[src/riscv_pkg.sv]
package riscv_pkg;

  // datapath geometry
  localparam int XLEN       = 32;
  localparam int REG_ADDR_W = 5;
  localparam int NUM_REGS   = 32;

  typedef logic [XLEN-1:0]       xlen_t;      // register or alu value
  typedef logic [REG_ADDR_W-1:0] reg_addr_t;  // register index
  typedef logic [31:0]           inst_t;      // raw instruction word
  typedef logic [6:0]            opcode_t;
  typedef logic [3:0]            alu_op_t;
  typedef logic                  fwd_sel_t;   // 0 = regfile, 1 = write-back

  // major opcodes still decoded
  localparam opcode_t OPC_OP     = 7'b0110011;  // register-register
  localparam opcode_t OPC_OP_IMM = 7'b0010011;  // register-immediate
  localparam opcode_t OPC_LUI    = 7'b0110111;

  // alu operations
  localparam alu_op_t ALU_ADD    = 4'd0;
  localparam alu_op_t ALU_SUB    = 4'd1;
  localparam alu_op_t ALU_SLL    = 4'd2;
  localparam alu_op_t ALU_SLT    = 4'd3;
  localparam alu_op_t ALU_SLTU   = 4'd4;
  localparam alu_op_t ALU_XOR    = 4'd5;
  localparam alu_op_t ALU_SRL    = 4'd6;
  localparam alu_op_t ALU_SRA    = 4'd7;
  localparam alu_op_t ALU_OR     = 4'd8;
  localparam alu_op_t ALU_AND    = 4'd9;
  localparam alu_op_t ALU_PASS_B = 4'd10;  // lui result

  // operand source in execute
  localparam fwd_sel_t FWD_RF = 1'b0;
  localparam fwd_sel_t FWD_WB = 1'b1;

endpackage

[src/riscv_control.sv]
module riscv_control (
  input  riscv_pkg::inst_t     i_inst,       // instruction in decode
  input  riscv_pkg::reg_addr_t i_rs1addr_e,
  input  riscv_pkg::reg_addr_t i_rs2addr_e,
  input  riscv_pkg::reg_addr_t i_rdaddr_w,
  input  logic                 i_regw_w,
  output logic                 o_legal,
  output logic                 o_regw,
  output riscv_pkg::alu_op_t   o_alu_op,
  output logic                 o_bsel_imm,
  output logic                 o_asel_zero,
  output riscv_pkg::fwd_sel_t  o_fwd_a,
  output riscv_pkg::fwd_sel_t  o_fwd_b
);
  import riscv_pkg::*;

  opcode_t     opcode;
  logic [2:0]  funct3;
  logic [6:0]  funct7;
  logic        f7_zero;
  logic        f7_alt;    // 0100000, sub and sra

  assign opcode  = i_inst[6:0];
  assign funct3  = i_inst[14:12];
  assign funct7  = i_inst[31:25];
  assign f7_zero = (funct7 == 7'b0000000);
  assign f7_alt  = (funct7 == 7'b0100000);

  // funct3 to alu op where alt picks sub / sra
  function automatic alu_op_t f3_to_alu(input logic [2:0] f3, input logic alt);
    case (f3)
      3'b000:  return alt ? ALU_SUB : ALU_ADD;
      3'b001:  return ALU_SLL;
      3'b010:  return ALU_SLT;
      3'b011:  return ALU_SLTU;
      3'b100:  return ALU_XOR;
      3'b101:  return alt ? ALU_SRA : ALU_SRL;
      3'b110:  return ALU_OR;
      default: return ALU_AND;
    endcase
  endfunction

  always_comb begin
    o_legal     = 1'b0;
    o_alu_op    = ALU_ADD;
    o_bsel_imm  = 1'b0;
    o_asel_zero = 1'b0;
    case (opcode)
      OPC_OP: begin
        // only add/sub and srl/sra have an alternate funct7
        o_legal  = f7_zero || (f7_alt && (funct3 == 3'b000 || funct3 == 3'b101));
        o_alu_op = f3_to_alu(funct3, funct7[5]);
      end
      OPC_OP_IMM: begin
        o_bsel_imm = 1'b1;
        if (funct3 == 3'b001)
          o_legal = f7_zero;               // slli
        else if (funct3 == 3'b101)
          o_legal = f7_zero || f7_alt;     // srli / srai
        else
          o_legal = 1'b1;
        o_alu_op = f3_to_alu(funct3, funct7[5] && (funct3 == 3'b101));  // no subi
      end
      OPC_LUI: begin
        o_legal     = 1'b1;
        o_asel_zero = 1'b1;
        o_bsel_imm  = 1'b1;
        o_alu_op    = ALU_PASS_B;
      end
      default: o_legal = 1'b0;             // becomes a bubble
    endcase
  end

  // every kept instruction writes rd
  assign o_regw = o_legal;

  // write-back to execute bypass that never forwards x0
  assign o_fwd_a = (i_regw_w && i_rdaddr_w != '0 && i_rdaddr_w == i_rs1addr_e) ? FWD_WB : FWD_RF;
  assign o_fwd_b = (i_regw_w && i_rdaddr_w != '0 && i_rdaddr_w == i_rs2addr_e) ? FWD_WB : FWD_RF;

endmodule

[src/riscv_regfile.sv]
module riscv_regfile (
  input  logic                 i_riscv_clk,
  input  logic                 i_rst_n,
  input  logic                 i_we,
  input  riscv_pkg::reg_addr_t i_waddr,
  input  riscv_pkg::reg_addr_t i_raddr1,
  input  riscv_pkg::reg_addr_t i_raddr2,
  input  riscv_pkg::xlen_t     i_wdata,
  output riscv_pkg::xlen_t     o_rdata1,
  output riscv_pkg::xlen_t     o_rdata2
);
  import riscv_pkg::*;

  xlen_t regs [NUM_REGS];

  always_ff @(posedge i_riscv_clk) begin
    if (!i_rst_n) begin
      for (int i = 0; i < NUM_REGS; i++) begin
        regs[i] <= '0;
      end
    end else if (i_we && i_waddr != '0) begin
      regs[i_waddr] <= i_wdata;
    end
  end

  // same-cycle write shows up on the read
  function automatic xlen_t read_port(input reg_addr_t addr);
    if (addr == '0)
      return '0;
    else if (i_we && i_waddr == addr)
      return i_wdata;   // write-through
    else
      return regs[addr];
  endfunction

  assign o_rdata1 = read_port(i_raddr1);
  assign o_rdata2 = read_port(i_raddr2);

endmodule

[src/riscv_dstage.sv]
module riscv_dstage (
  input  logic                 i_riscv_clk,
  input  logic                 i_rst_n,
  input  logic                 i_inst_valid,
  input  riscv_pkg::inst_t     i_inst,
  input  logic                 i_legal,
  input  logic                 i_regw,
  input  riscv_pkg::alu_op_t   i_alu_op,
  input  logic                 i_bsel_imm,
  input  logic                 i_asel_zero,
  input  logic                 i_wb_we,      // regfile write port
  input  riscv_pkg::reg_addr_t i_wb_addr,
  input  riscv_pkg::xlen_t     i_wb_data,
  output logic                 o_valid_e,
  output logic                 o_regw_e,
  output logic                 o_bsel_imm_e,
  output logic                 o_asel_zero_e,
  output riscv_pkg::alu_op_t   o_alu_op_e,
  output riscv_pkg::reg_addr_t o_rs1addr_e,
  output riscv_pkg::reg_addr_t o_rs2addr_e,
  output riscv_pkg::reg_addr_t o_rdaddr_e,
  output riscv_pkg::xlen_t     o_rs1data_e,
  output riscv_pkg::xlen_t     o_rs2data_e,
  output riscv_pkg::xlen_t     o_imm_e
);
  import riscv_pkg::*;

  reg_addr_t rs1addr;
  reg_addr_t rs2addr;
  reg_addr_t rdaddr;
  xlen_t     rs1data;
  xlen_t     rs2data;
  xlen_t     imm;

  assign rs1addr = i_inst[19:15];
  assign rs2addr = i_inst[24:20];
  assign rdaddr  = i_inst[11:7];

  // u-type for lui, i-type otherwise (shamt sits in imm[4:0])
  assign imm = (opcode_t'(i_inst[6:0]) == OPC_LUI) ? {i_inst[31:12], 12'b0}
                                                   : {{(XLEN-12){i_inst[31]}}, i_inst[31:20]};

  riscv_regfile u_riscv_regfile (
    .i_riscv_clk (i_riscv_clk),
    .i_rst_n     (i_rst_n),
    .i_we        (i_wb_we),
    .i_waddr     (i_wb_addr),
    .i_raddr1    (rs1addr),
    .i_raddr2    (rs2addr),
    .i_wdata     (i_wb_data),
    .o_rdata1    (rs1data),
    .o_rdata2    (rs2data)
  );

  // decode/execute register
  always_ff @(posedge i_riscv_clk) begin
    if (!i_rst_n) begin
      o_valid_e <= 1'b0;
    end else begin
      o_valid_e <= i_inst_valid && i_legal;  // illegal -> bubble
    end
  end

  always_ff @(posedge i_riscv_clk) begin
    o_regw_e      <= i_regw;
    o_bsel_imm_e  <= i_bsel_imm;
    o_asel_zero_e <= i_asel_zero;
    o_alu_op_e    <= i_alu_op;
    o_rs1addr_e   <= rs1addr;
    o_rs2addr_e   <= rs2addr;
    o_rdaddr_e    <= rdaddr;
    o_rs1data_e   <= rs1data;
    o_rs2data_e   <= rs2data;
    o_imm_e       <= imm;
  end

endmodule

[src/riscv_estage.sv]
module riscv_estage (
  input  logic                 i_riscv_clk,
  input  logic                 i_rst_n,
  input  logic                 i_valid_e,
  input  logic                 i_regw_e,
  input  logic                 i_bsel_imm_e,
  input  logic                 i_asel_zero_e,
  input  riscv_pkg::alu_op_t   i_alu_op_e,
  input  riscv_pkg::reg_addr_t i_rdaddr_e,
  input  riscv_pkg::xlen_t     i_rs1data_e,
  input  riscv_pkg::xlen_t     i_rs2data_e,
  input  riscv_pkg::xlen_t     i_imm_e,
  input  riscv_pkg::fwd_sel_t  i_fwd_a,
  input  riscv_pkg::fwd_sel_t  i_fwd_b,
  output logic                 o_wb_we,      // to regfile and forwarding check
  output logic                 o_wb_valid,
  output riscv_pkg::reg_addr_t o_wb_rdaddr,
  output riscv_pkg::xlen_t     o_wb_rddata
);
  import riscv_pkg::*;

  xlen_t      rs1_val;
  xlen_t      rs2_val;
  xlen_t      op_a;
  xlen_t      op_b;
  xlen_t      alu_res;
  logic [4:0] shamt;
  logic       regw_w;

  // bypass from the instruction now in write-back
  assign rs1_val = (i_fwd_a == FWD_WB) ? o_wb_rddata : i_rs1data_e;
  assign rs2_val = (i_fwd_b == FWD_WB) ? o_wb_rddata : i_rs2data_e;

  assign op_a  = i_asel_zero_e ? '0 : rs1_val;
  assign op_b  = i_bsel_imm_e ? i_imm_e : rs2_val;
  assign shamt = op_b[4:0];

  always_comb begin
    case (i_alu_op_e)
      ALU_ADD:    alu_res = op_a + op_b;
      ALU_SUB:    alu_res = op_a - op_b;
      ALU_SLL:    alu_res = op_a << shamt;
      ALU_SLT:    alu_res = {{(XLEN-1){1'b0}}, $signed(op_a) < $signed(op_b)};
      ALU_SLTU:   alu_res = {{(XLEN-1){1'b0}}, op_a < op_b};
      ALU_XOR:    alu_res = op_a ^ op_b;
      ALU_SRL:    alu_res = op_a >> shamt;
      ALU_SRA:    alu_res = xlen_t'($signed(op_a) >>> shamt);
      ALU_OR:     alu_res = op_a | op_b;
      ALU_AND:    alu_res = op_a & op_b;
      ALU_PASS_B: alu_res = op_b;
      default:    alu_res = '0;
    endcase
  end

  // execute/write-back register
  always_ff @(posedge i_riscv_clk) begin
    if (!i_rst_n) begin
      o_wb_valid <= 1'b0;
    end else begin
      o_wb_valid <= i_valid_e;
    end
  end

  always_ff @(posedge i_riscv_clk) begin
    regw_w      <= i_regw_e;
    o_wb_rdaddr <= i_rdaddr_e;
    o_wb_rddata <= alu_res;
  end

  // x0 writes are dropped inside the regfile
  assign o_wb_we = o_wb_valid && regw_w;

endmodule

[src/riscv_core.sv]
module riscv_core (
  input  logic                 i_riscv_clk,
  input  logic                 i_rst_n,
  input  logic                 i_inst_valid,
  input  riscv_pkg::inst_t     i_inst,
  output logic                 o_wb_valid,   // retirement trace
  output riscv_pkg::reg_addr_t o_wb_rdaddr,
  output riscv_pkg::xlen_t     o_wb_rddata
);
  import riscv_pkg::*;

  // decode controls
  logic      legal_d;
  logic      regw_d;
  alu_op_t   alu_op_d;
  logic      bsel_imm_d;
  logic      asel_zero_d;

  // execute stage
  logic      valid_e;
  logic      regw_e;
  logic      bsel_imm_e;
  logic      asel_zero_e;
  alu_op_t   alu_op_e;
  reg_addr_t rs1addr_e;
  reg_addr_t rs2addr_e;
  reg_addr_t rdaddr_e;
  xlen_t     rs1data_e;
  xlen_t     rs2data_e;
  xlen_t     imm_e;
  fwd_sel_t  fwd_a;
  fwd_sel_t  fwd_b;

  logic      wb_we;

  riscv_control u_riscv_control (
    .i_inst      (i_inst),
    .i_rs1addr_e (rs1addr_e),
    .i_rs2addr_e (rs2addr_e),
    .i_rdaddr_w  (o_wb_rdaddr),
    .i_regw_w    (wb_we),
    .o_legal     (legal_d),
    .o_regw      (regw_d),
    .o_alu_op    (alu_op_d),
    .o_bsel_imm  (bsel_imm_d),
    .o_asel_zero (asel_zero_d),
    .o_fwd_a     (fwd_a),
    .o_fwd_b     (fwd_b)
  );

  riscv_dstage u_riscv_dstage (
    .i_riscv_clk   (i_riscv_clk),
    .i_rst_n       (i_rst_n),
    .i_inst_valid  (i_inst_valid),
    .i_inst        (i_inst),
    .i_legal       (legal_d),
    .i_regw        (regw_d),
    .i_alu_op      (alu_op_d),
    .i_bsel_imm    (bsel_imm_d),
    .i_asel_zero   (asel_zero_d),
    .i_wb_we       (wb_we),
    .i_wb_addr     (o_wb_rdaddr),
    .i_wb_data     (o_wb_rddata),
    .o_valid_e     (valid_e),
    .o_regw_e      (regw_e),
    .o_bsel_imm_e  (bsel_imm_e),
    .o_asel_zero_e (asel_zero_e),
    .o_alu_op_e    (alu_op_e),
    .o_rs1addr_e   (rs1addr_e),
    .o_rs2addr_e   (rs2addr_e),
    .o_rdaddr_e    (rdaddr_e),
    .o_rs1data_e   (rs1data_e),
    .o_rs2data_e   (rs2data_e),
    .o_imm_e       (imm_e)
  );

  riscv_estage u_riscv_estage (
    .i_riscv_clk   (i_riscv_clk),
    .i_rst_n       (i_rst_n),
    .i_valid_e     (valid_e),
    .i_regw_e      (regw_e),
    .i_bsel_imm_e  (bsel_imm_e),
    .i_asel_zero_e (asel_zero_e),
    .i_alu_op_e    (alu_op_e),
    .i_rdaddr_e    (rdaddr_e),
    .i_rs1data_e   (rs1data_e),
    .i_rs2data_e   (rs2data_e),
    .i_imm_e       (imm_e),
    .i_fwd_a       (fwd_a),
    .i_fwd_b       (fwd_b),
    .o_wb_we       (wb_we),
    .o_wb_valid    (o_wb_valid),
    .o_wb_rdaddr   (o_wb_rdaddr),
    .o_wb_rddata   (o_wb_rddata)
  );

endmodule

[config.mk]
export PLATFORM = sky130hd
export DESIGN_NAME = riscv_core
export DESIGN_NICKNAME = d
export VERILOG_FILES = /design/src/riscv_pkg.sv /design/src/riscv_control.sv /design/src/riscv_regfile.sv /design/src/riscv_dstage.sv /design/src/riscv_estage.sv /design/src/riscv_core.sv
export SDC_FILE = /design/constraint.sdc
export NUM_CORES = 2
export LEC_CHECK = 0
export BUFFER_PORTS_ARGS = -buffer_cell sky130_fd_sc_hd__buf_2
export CAP_MARGIN = 5
export CELL_PAD_IN_SITES_DETAIL_PLACEMENT = 1
export CELL_PAD_IN_SITES_GLOBAL_PLACEMENT = 1
export CORE_UTILIZATION = 50
export DETAILED_ROUTE_END_ITERATION = 10
export PLACE_DENSITY_LB_ADDON = 0.1
export SLEW_MARGIN = 20
export SYNTH_ARGS = -nofsm -noshare
export SYNTH_HDL_FRONTEND = slang
export SYNTH_SLANG_ARGS = --single-unit
export TNS_END_PERCENT = 5
[constraint.sdc]
create_clock -name i_riscv_clk -period 13 [get_ports i_riscv_clk]
set_input_delay 0 -clock i_riscv_clk [delete_from_list [all_inputs] [get_ports i_riscv_clk]]
set_output_delay 0 -clock i_riscv_clk [all_outputs]
set_load 0.005 [all_outputs]
# After elaboration in Yosys (flattened, before gate mapping)
# Memory sizes are Yosys's and may differ from the RTL's.
# Cells that the tools add are included.
dict set report word_totals {
  regBits 158
  latchBits 0
  ramBits 1024
  rom_bits 0
  inputBits 35
  output_inout_bits 38
  n_memories 1
}
# name words word_bits read_ports rd_ports_with_merged_regs wr line
set memory_table {}
lappend memory_table {u_riscv_dstage.u_riscv_regfile.regs 32 32 2 0 32 riscv_regfile.sv:14} ;# xlen_t regs [NUM_REGS];
dict set report classes {
  add_sub_neg 2
  n_mul 0
  div_mod_pow 0
  n_lt_le_gt_ge 2
  eq_ne 24
  n_shift 3
  mux 29
  bitwise_logic 3
  reduce_logical 20
}
# op count
set op_table {}
lappend op_table {{$pmux 32 s11} 1}
lappend op_table {{$mux 32} 7}
lappend op_table {{$lt 32x32->1} 2}
lappend op_table {{$pmux 4 s7} 2}
lappend op_table {{$add 32x32->32} 1}
lappend op_table {{$and 32x32->32} 1}
lappend op_table {{$or 32x32->32} 1}
lappend op_table {{$reduce_or 32->1} 1}
lappend op_table {{$shl 32x5->32} 1}
lappend op_table {{$shr 32x5->32} 1}
lappend op_table {{$sshr 32x5->32} 1}
lappend op_table {{$sub 32x32->32} 1}
lappend op_table {{$xor 32x32->32} 1}
lappend op_table {{$mux 31} 1}
lappend op_table {{$eq 7x6->1 const B} 3}
lappend op_table {{$eq 5x5->1} 4}
lappend op_table {{$eq 4x3->1 const B} 4}
lappend op_table {{$mux 1} 15}
lappend op_table {{$eq 4x4->1 const B} 3}
lappend op_table {{$pmux 4 s3} 1}
lappend op_table {{$logic_not 5->1} 2}
lappend op_table {{$eq 3x3->1 const B} 3}
lappend op_table {{$logic_and 1x1->1} 9}
lappend op_table {{$eq 4x2->1 const B} 2}
lappend op_table {{other kinds (12)} 15}

# Depth between registers and ports, before layout
dict set report logic_depth {
  word_depth 8
  depth_mapped 22
}

# Cells and area by module
# A second synthesis with hierarchy kept.
dict set report unflattened {
  cells_unflattened 5663
  area_unflattened_um2 69202.6
}
# module instances cells_per_inst area_each_um2
set modules_own_cells {}
lappend modules_own_cells {riscv_regfile 1 3744 54698.7}
lappend modules_own_cells {riscv_estage 1 1711 11476.0}
lappend modules_own_cells {riscv_dstage 1 159 2683.8}
lappend modules_own_cells {riscv_control 1 49 344.1}

# Least setup slack after synthesis
# Ideal clock, no wire load.
dict set report synth_path {
  kind {reg2reg}
  startpoint {register u_riscv_estage.o_wb_rdaddr[4]}
  endpoint {register u_riscv_estage.o_wb_rddata[31]}
  arrival_ns 4.970
  path_slack_ns 7.909
  path_stages_with_launch 21
  path_cell_list {dfxtp_1 buf_2 xor2_1 or4_4 o21ai_0 o311a_1 buf_4 inv_4 buf_2 buf_2 buf_2 ha_1 o311ai_0 a211oi_1 o311ai_1 nand3b_1 a211oi_1 o211a_1 nor4_1 or3_1 a221o_1}
}
dict set report synth_via {
  elab_chain_len 8
}
# item line
set synth_lines {}
lappend synth_lines {{start: declaration} riscv_estage.sv:17} ;# output riscv_pkg::reg_addr_t o_wb_rdaddr,
lappend synth_lines {{start signal: assignment} riscv_estage.sv:66} ;# o_wb_rdaddr <= i_rdaddr_e;
lappend synth_lines {{$reduce_bool 5->1} {riscv_control.sv:78, riscv_control.sv:79}}
lappend synth_lines {{$logic_and 1x1->1} {riscv_control.sv:78, riscv_control.sv:79}}
lappend synth_lines {{$logic_and 1x1->1, on equally long branches} {riscv_control.sv:78, riscv_control.sv:79}}
lappend synth_lines {{$mux 1, on equally long branches} {riscv_control.sv:78, riscv_control.sv:79}}
lappend synth_lines {{$mux 32, on equally long branches} {riscv_estage.sv:31, riscv_estage.sv:32}}
lappend synth_lines {{$mux 32, on equally long branches} {riscv_estage.sv:34, riscv_estage.sv:35}}
lappend synth_lines {{$sub 32x32->32, or another cell as far along} riscv_estage.sv:41} ;# ALU_SUB: alu_res = op_a - op_b;
lappend synth_lines {{$pmux 32 s11 (*)} riscv_estage.sv:39} ;# case (i_alu_op_e)
lappend synth_lines {{named net u_riscv_estage.alu_res[31]} riscv_estage.sv:26} ;# xlen_t alu_res;
lappend synth_lines {{end signal: assignment} riscv_estage.sv:67} ;# o_wb_rddata <= alu_res;
lappend synth_lines {{end: declaration} riscv_estage.sv:18} ;# output riscv_pkg::xlen_t o_wb_rddata
# Mark *: on every way through the listed nets, which the timed path passes. The rest lies on a longest branch.
# A chain may end at the register's enable or synchronous reset.

# Worst setup path in the final report
dict set report layout_path {
  startpoint {register u_riscv_estage.o_wb_rdaddr[1]}
  endpoint {register u_riscv_estage.o_wb_rddata[30]}
}
# Same word-level chain as after synthesis.

==> metrics <==
run status finished, final reports clean; count of final setup violators 0; number of flops mapped to enable cells by yosys 1024; reg2reg setup slack 5900 ps; Setup TNS 0 ps; Clk pin slew, worst setup/hold paths 60 ps; H-tree depth 4; crit-path cells xor2_1 > nor4_4 > a211oi_2 > nor3_4 > buf_4 > ha_1 > inv_1 > fa_1 > inv_1 > a21oi_1 > o311ai_0 > o21ai_0 > o21a_1 > o31ai_1 > o41ai_1 > a211o_1 > o32ai_1 > nand4_1; top area cells in the synthesized netlist edfxtp_1 (45%), mux4_2 (21%), and2_1 (8.6%); DRT Pass-1 Iters 6; sequential area share after synthesis 0.4972; floorplan row count 135; Top Family by Delay on Critical Path compound AO/OA/AOI/OAI gates; Hold Path Class in -> reg; Mean Syn Cell Area 13.32 um2; Finished Core Util 0.5599; fin. max-slew vios 0; Port Buf Inserts 72; die area 137900 um2; CP endpoint kind flop; Critical Path RT 13630 ps; first-pass GRT wire length 393.6 mm; most frequent CP cell inv_1; achievable clock frequency 0.1408 GHz; antenna violations before repair 14; WL final 283.6 mm; CP max stage cell dfxtp_1; CP bufs+invs 3; Rel. slew slack 0.1853; quantity of gates resized following cts 0; Ports 73; WP data arrival 7730 ps; Post-synth top flop edfxtp_1; post-synth cell types 90; Setup crit start u_riscv_estage.o_wb_rdaddr[1]$_DFF_P_; area share of the largest cell type after synthesis 0.4509; post-synthesis instance area 68200 um2; die span in y 371.3 um; Least-Margin Pin Slew 1207 ps; CTS tree yes; Iteration-0 DRC Markers 7387; Period minus WS final 7105 ps; count leader, synth edfxtp_1; vias 49860; GRT Util Overall 0.4136; period utilization 0.5465; Setup Fix Bufs, Post-CTS 0; Detail Placement HPWL 183.4 mm; Num CTS Buffers 138; Hold Path Origin i_inst[26]; clock sink count 1182; starting density of the core 0.5035; Worst-Skew Late Latency 800 ps; DR WL/cell 40.65 um; clk buf depth 3; worst reg2reg startpoint u_riscv_estage.o_wb_rdaddr[1]$_DFF_P_; Clock Skew 52.21 ps; Die Span X 371.3 um; share of layout cells above drive strength 1 0.2329; Synth Instances 5122; DRC 0; Synth top cells by count edfxtp_1 (1024), and2_1 (938), mux4_2 (640); CP peak stage delay 990 ps; Power Density 144.3 nW/um2; total of max-cap violations 0; async set-reset flop share out of synthesis 0; Root Buffer clkbuf_16; largest net degree at the start of global routing 104; P_leak 27.67 nW; DR vias/cell 7.148; RSZ-0062 raised after global routing no; Final GP Congestion 1.033; core area 135500 um2; Yosys warning total 0; vias in the first global route 50330; Worst VDD drop 0.1308 mV; CP startpoint kind flop; Hold Fails Final Rpt 0; #FFs+latches synth 1182; Nets 5212; grt total ovfl 0; largest area contributor in the netlist edfxtp_1; remaining antenna violation count 0; critical path class reg -> reg; P&R area growth vs syn 11.20%; worst-path fanout max 35
## through the flow
stage               power, mW  area, um2  worst slack, ps  hold slack [ps]  std cells
floorplan               5.969      68320             7909            27.72       5153
CTS                     10.89      75820             6138            41.05       6967
global placement        7.083      71070             6346            103.4       6672
global route            11.19      75820             5606            61.48       6968
detailed placement      7.118      71070             6181            104.4       6672
finish                  10.94      75840             5895            62.24       6975
## path summary, 6_finish.rpt
check                                                              end  cells after the start
worst max-delay path            u_riscv_estage.o_wb_rddata[30]$_DFF_P_                     18
worst min-delay path                u_riscv_dstage.o_imm_e[26]$_DFF_P_                      3
worst max register to register  u_riscv_estage.o_wb_rddata[30]$_DFF_P_                     18
worst min register to register           u_riscv_estage.regw_w$_DFF_P_                      0
## cell families after synthesis
family	count (synthesis)	share of synthesized area
adders and majority gates	105	0.01948
DFF	1182	0.4972
AOI/OAI and AO/OA	722	0.07023
other	1	0.00005498
xor gates and xnor gates	28	0.003596
muxes	845	0.2418
and+or+nand+nor	1617	0.1325
buffers and inverters	622	0.03513
## report_power, final
group	internal (mW)	switching, mW
registers	4.32	0.167
logic	0.809	1.84
clock network	2.11	1.69
## worst min-delay path, delay by kind of cell
kind,cells,cell delay [ps]
buffers and inverters,2,680
AOI/OAI and AO/OA,1,120
## what timing repair did
item                       4_1_cts  5_1_grt
setup endpoints to repair        0        0
hold endpoints to repair        50        0
hold buffers                    41        0
## final cells by class
type	count	area (um2)
Clock inverter	61	596.8
Inverter	97	369.1
Fill cell	12960	59630
Antenna cell	8	20.02
Timing Repair Buffer	304	2345
Sequential cell	1182	33920
Clock buffer	193	3741
Tap cell	1781	2228
Multi-Input combinational cell	3349	32620
## cells in the final DEF, fill, tap and decap left out, types with 17 or more instances in the layout
master            n
nand2b_1         19
buf_2            61
and2_1          938
o21ai_4          27
nor4_1           18
conb_1           32
nor3_1           87
nor2_4           29
clkbuf_1         48
o22ai_1          39
dlygate4sd3_1    41
o211ai_1         22
clkinv_1         27
o221ai_1         23
nand2_1         150
nand3_1          80
nor2_1          190
a21o_1           31
mux4_2          640
a22oi_1          23
a31oi_1          22
a221oi_1         27
a21oi_1         152
edfxtp_1       1024
dfxtp_1         152
ha_1            103
a211oi_1         83
o21ai_0         140
clkbuf_16       139
inv_1            89
nand4_1          17
o21bai_1         17
mux2i_1         191
nor2b_1          24
buf_4           190
## sequential cells by signal, indices dropped and copies added (netlist names), 4 cells and up
register / cells
u_riscv_dstage.o_imm_e: 32
u_riscv_dstage.o_alu_op_e: 4
u_riscv_dstage.o_rs1data_e: 32
u_riscv_estage.o_wb_rddata: 32
u_riscv_dstage.o_rdaddr_e: 5
u_riscv_dstage.o_rs1addr_e: 5
u_riscv_dstage.o_rs2addr_e: 5
u_riscv_dstage.u_riscv_regfile.regs: 1024
u_riscv_dstage.o_rs2data_e: 32
u_riscv_estage.o_wb_rdaddr: 5
## per-layer routing
| metal | vias to the layer above | global-route usage | wire (um) |
|---|---|---|---|
| met4 | 4 | 0.1876 | 14330 |
| met5 | - | 0 | 27 |
| li1 | 19560 | - | - |
| met3 | 645 | 0.1124 | 33290 |
| met1 | 26310 | 0.5617 | 107700 |
| met2 | 3335 | 0.6223 | 128200 |
No activity file was read; power rests on OpenSTA's default activity.
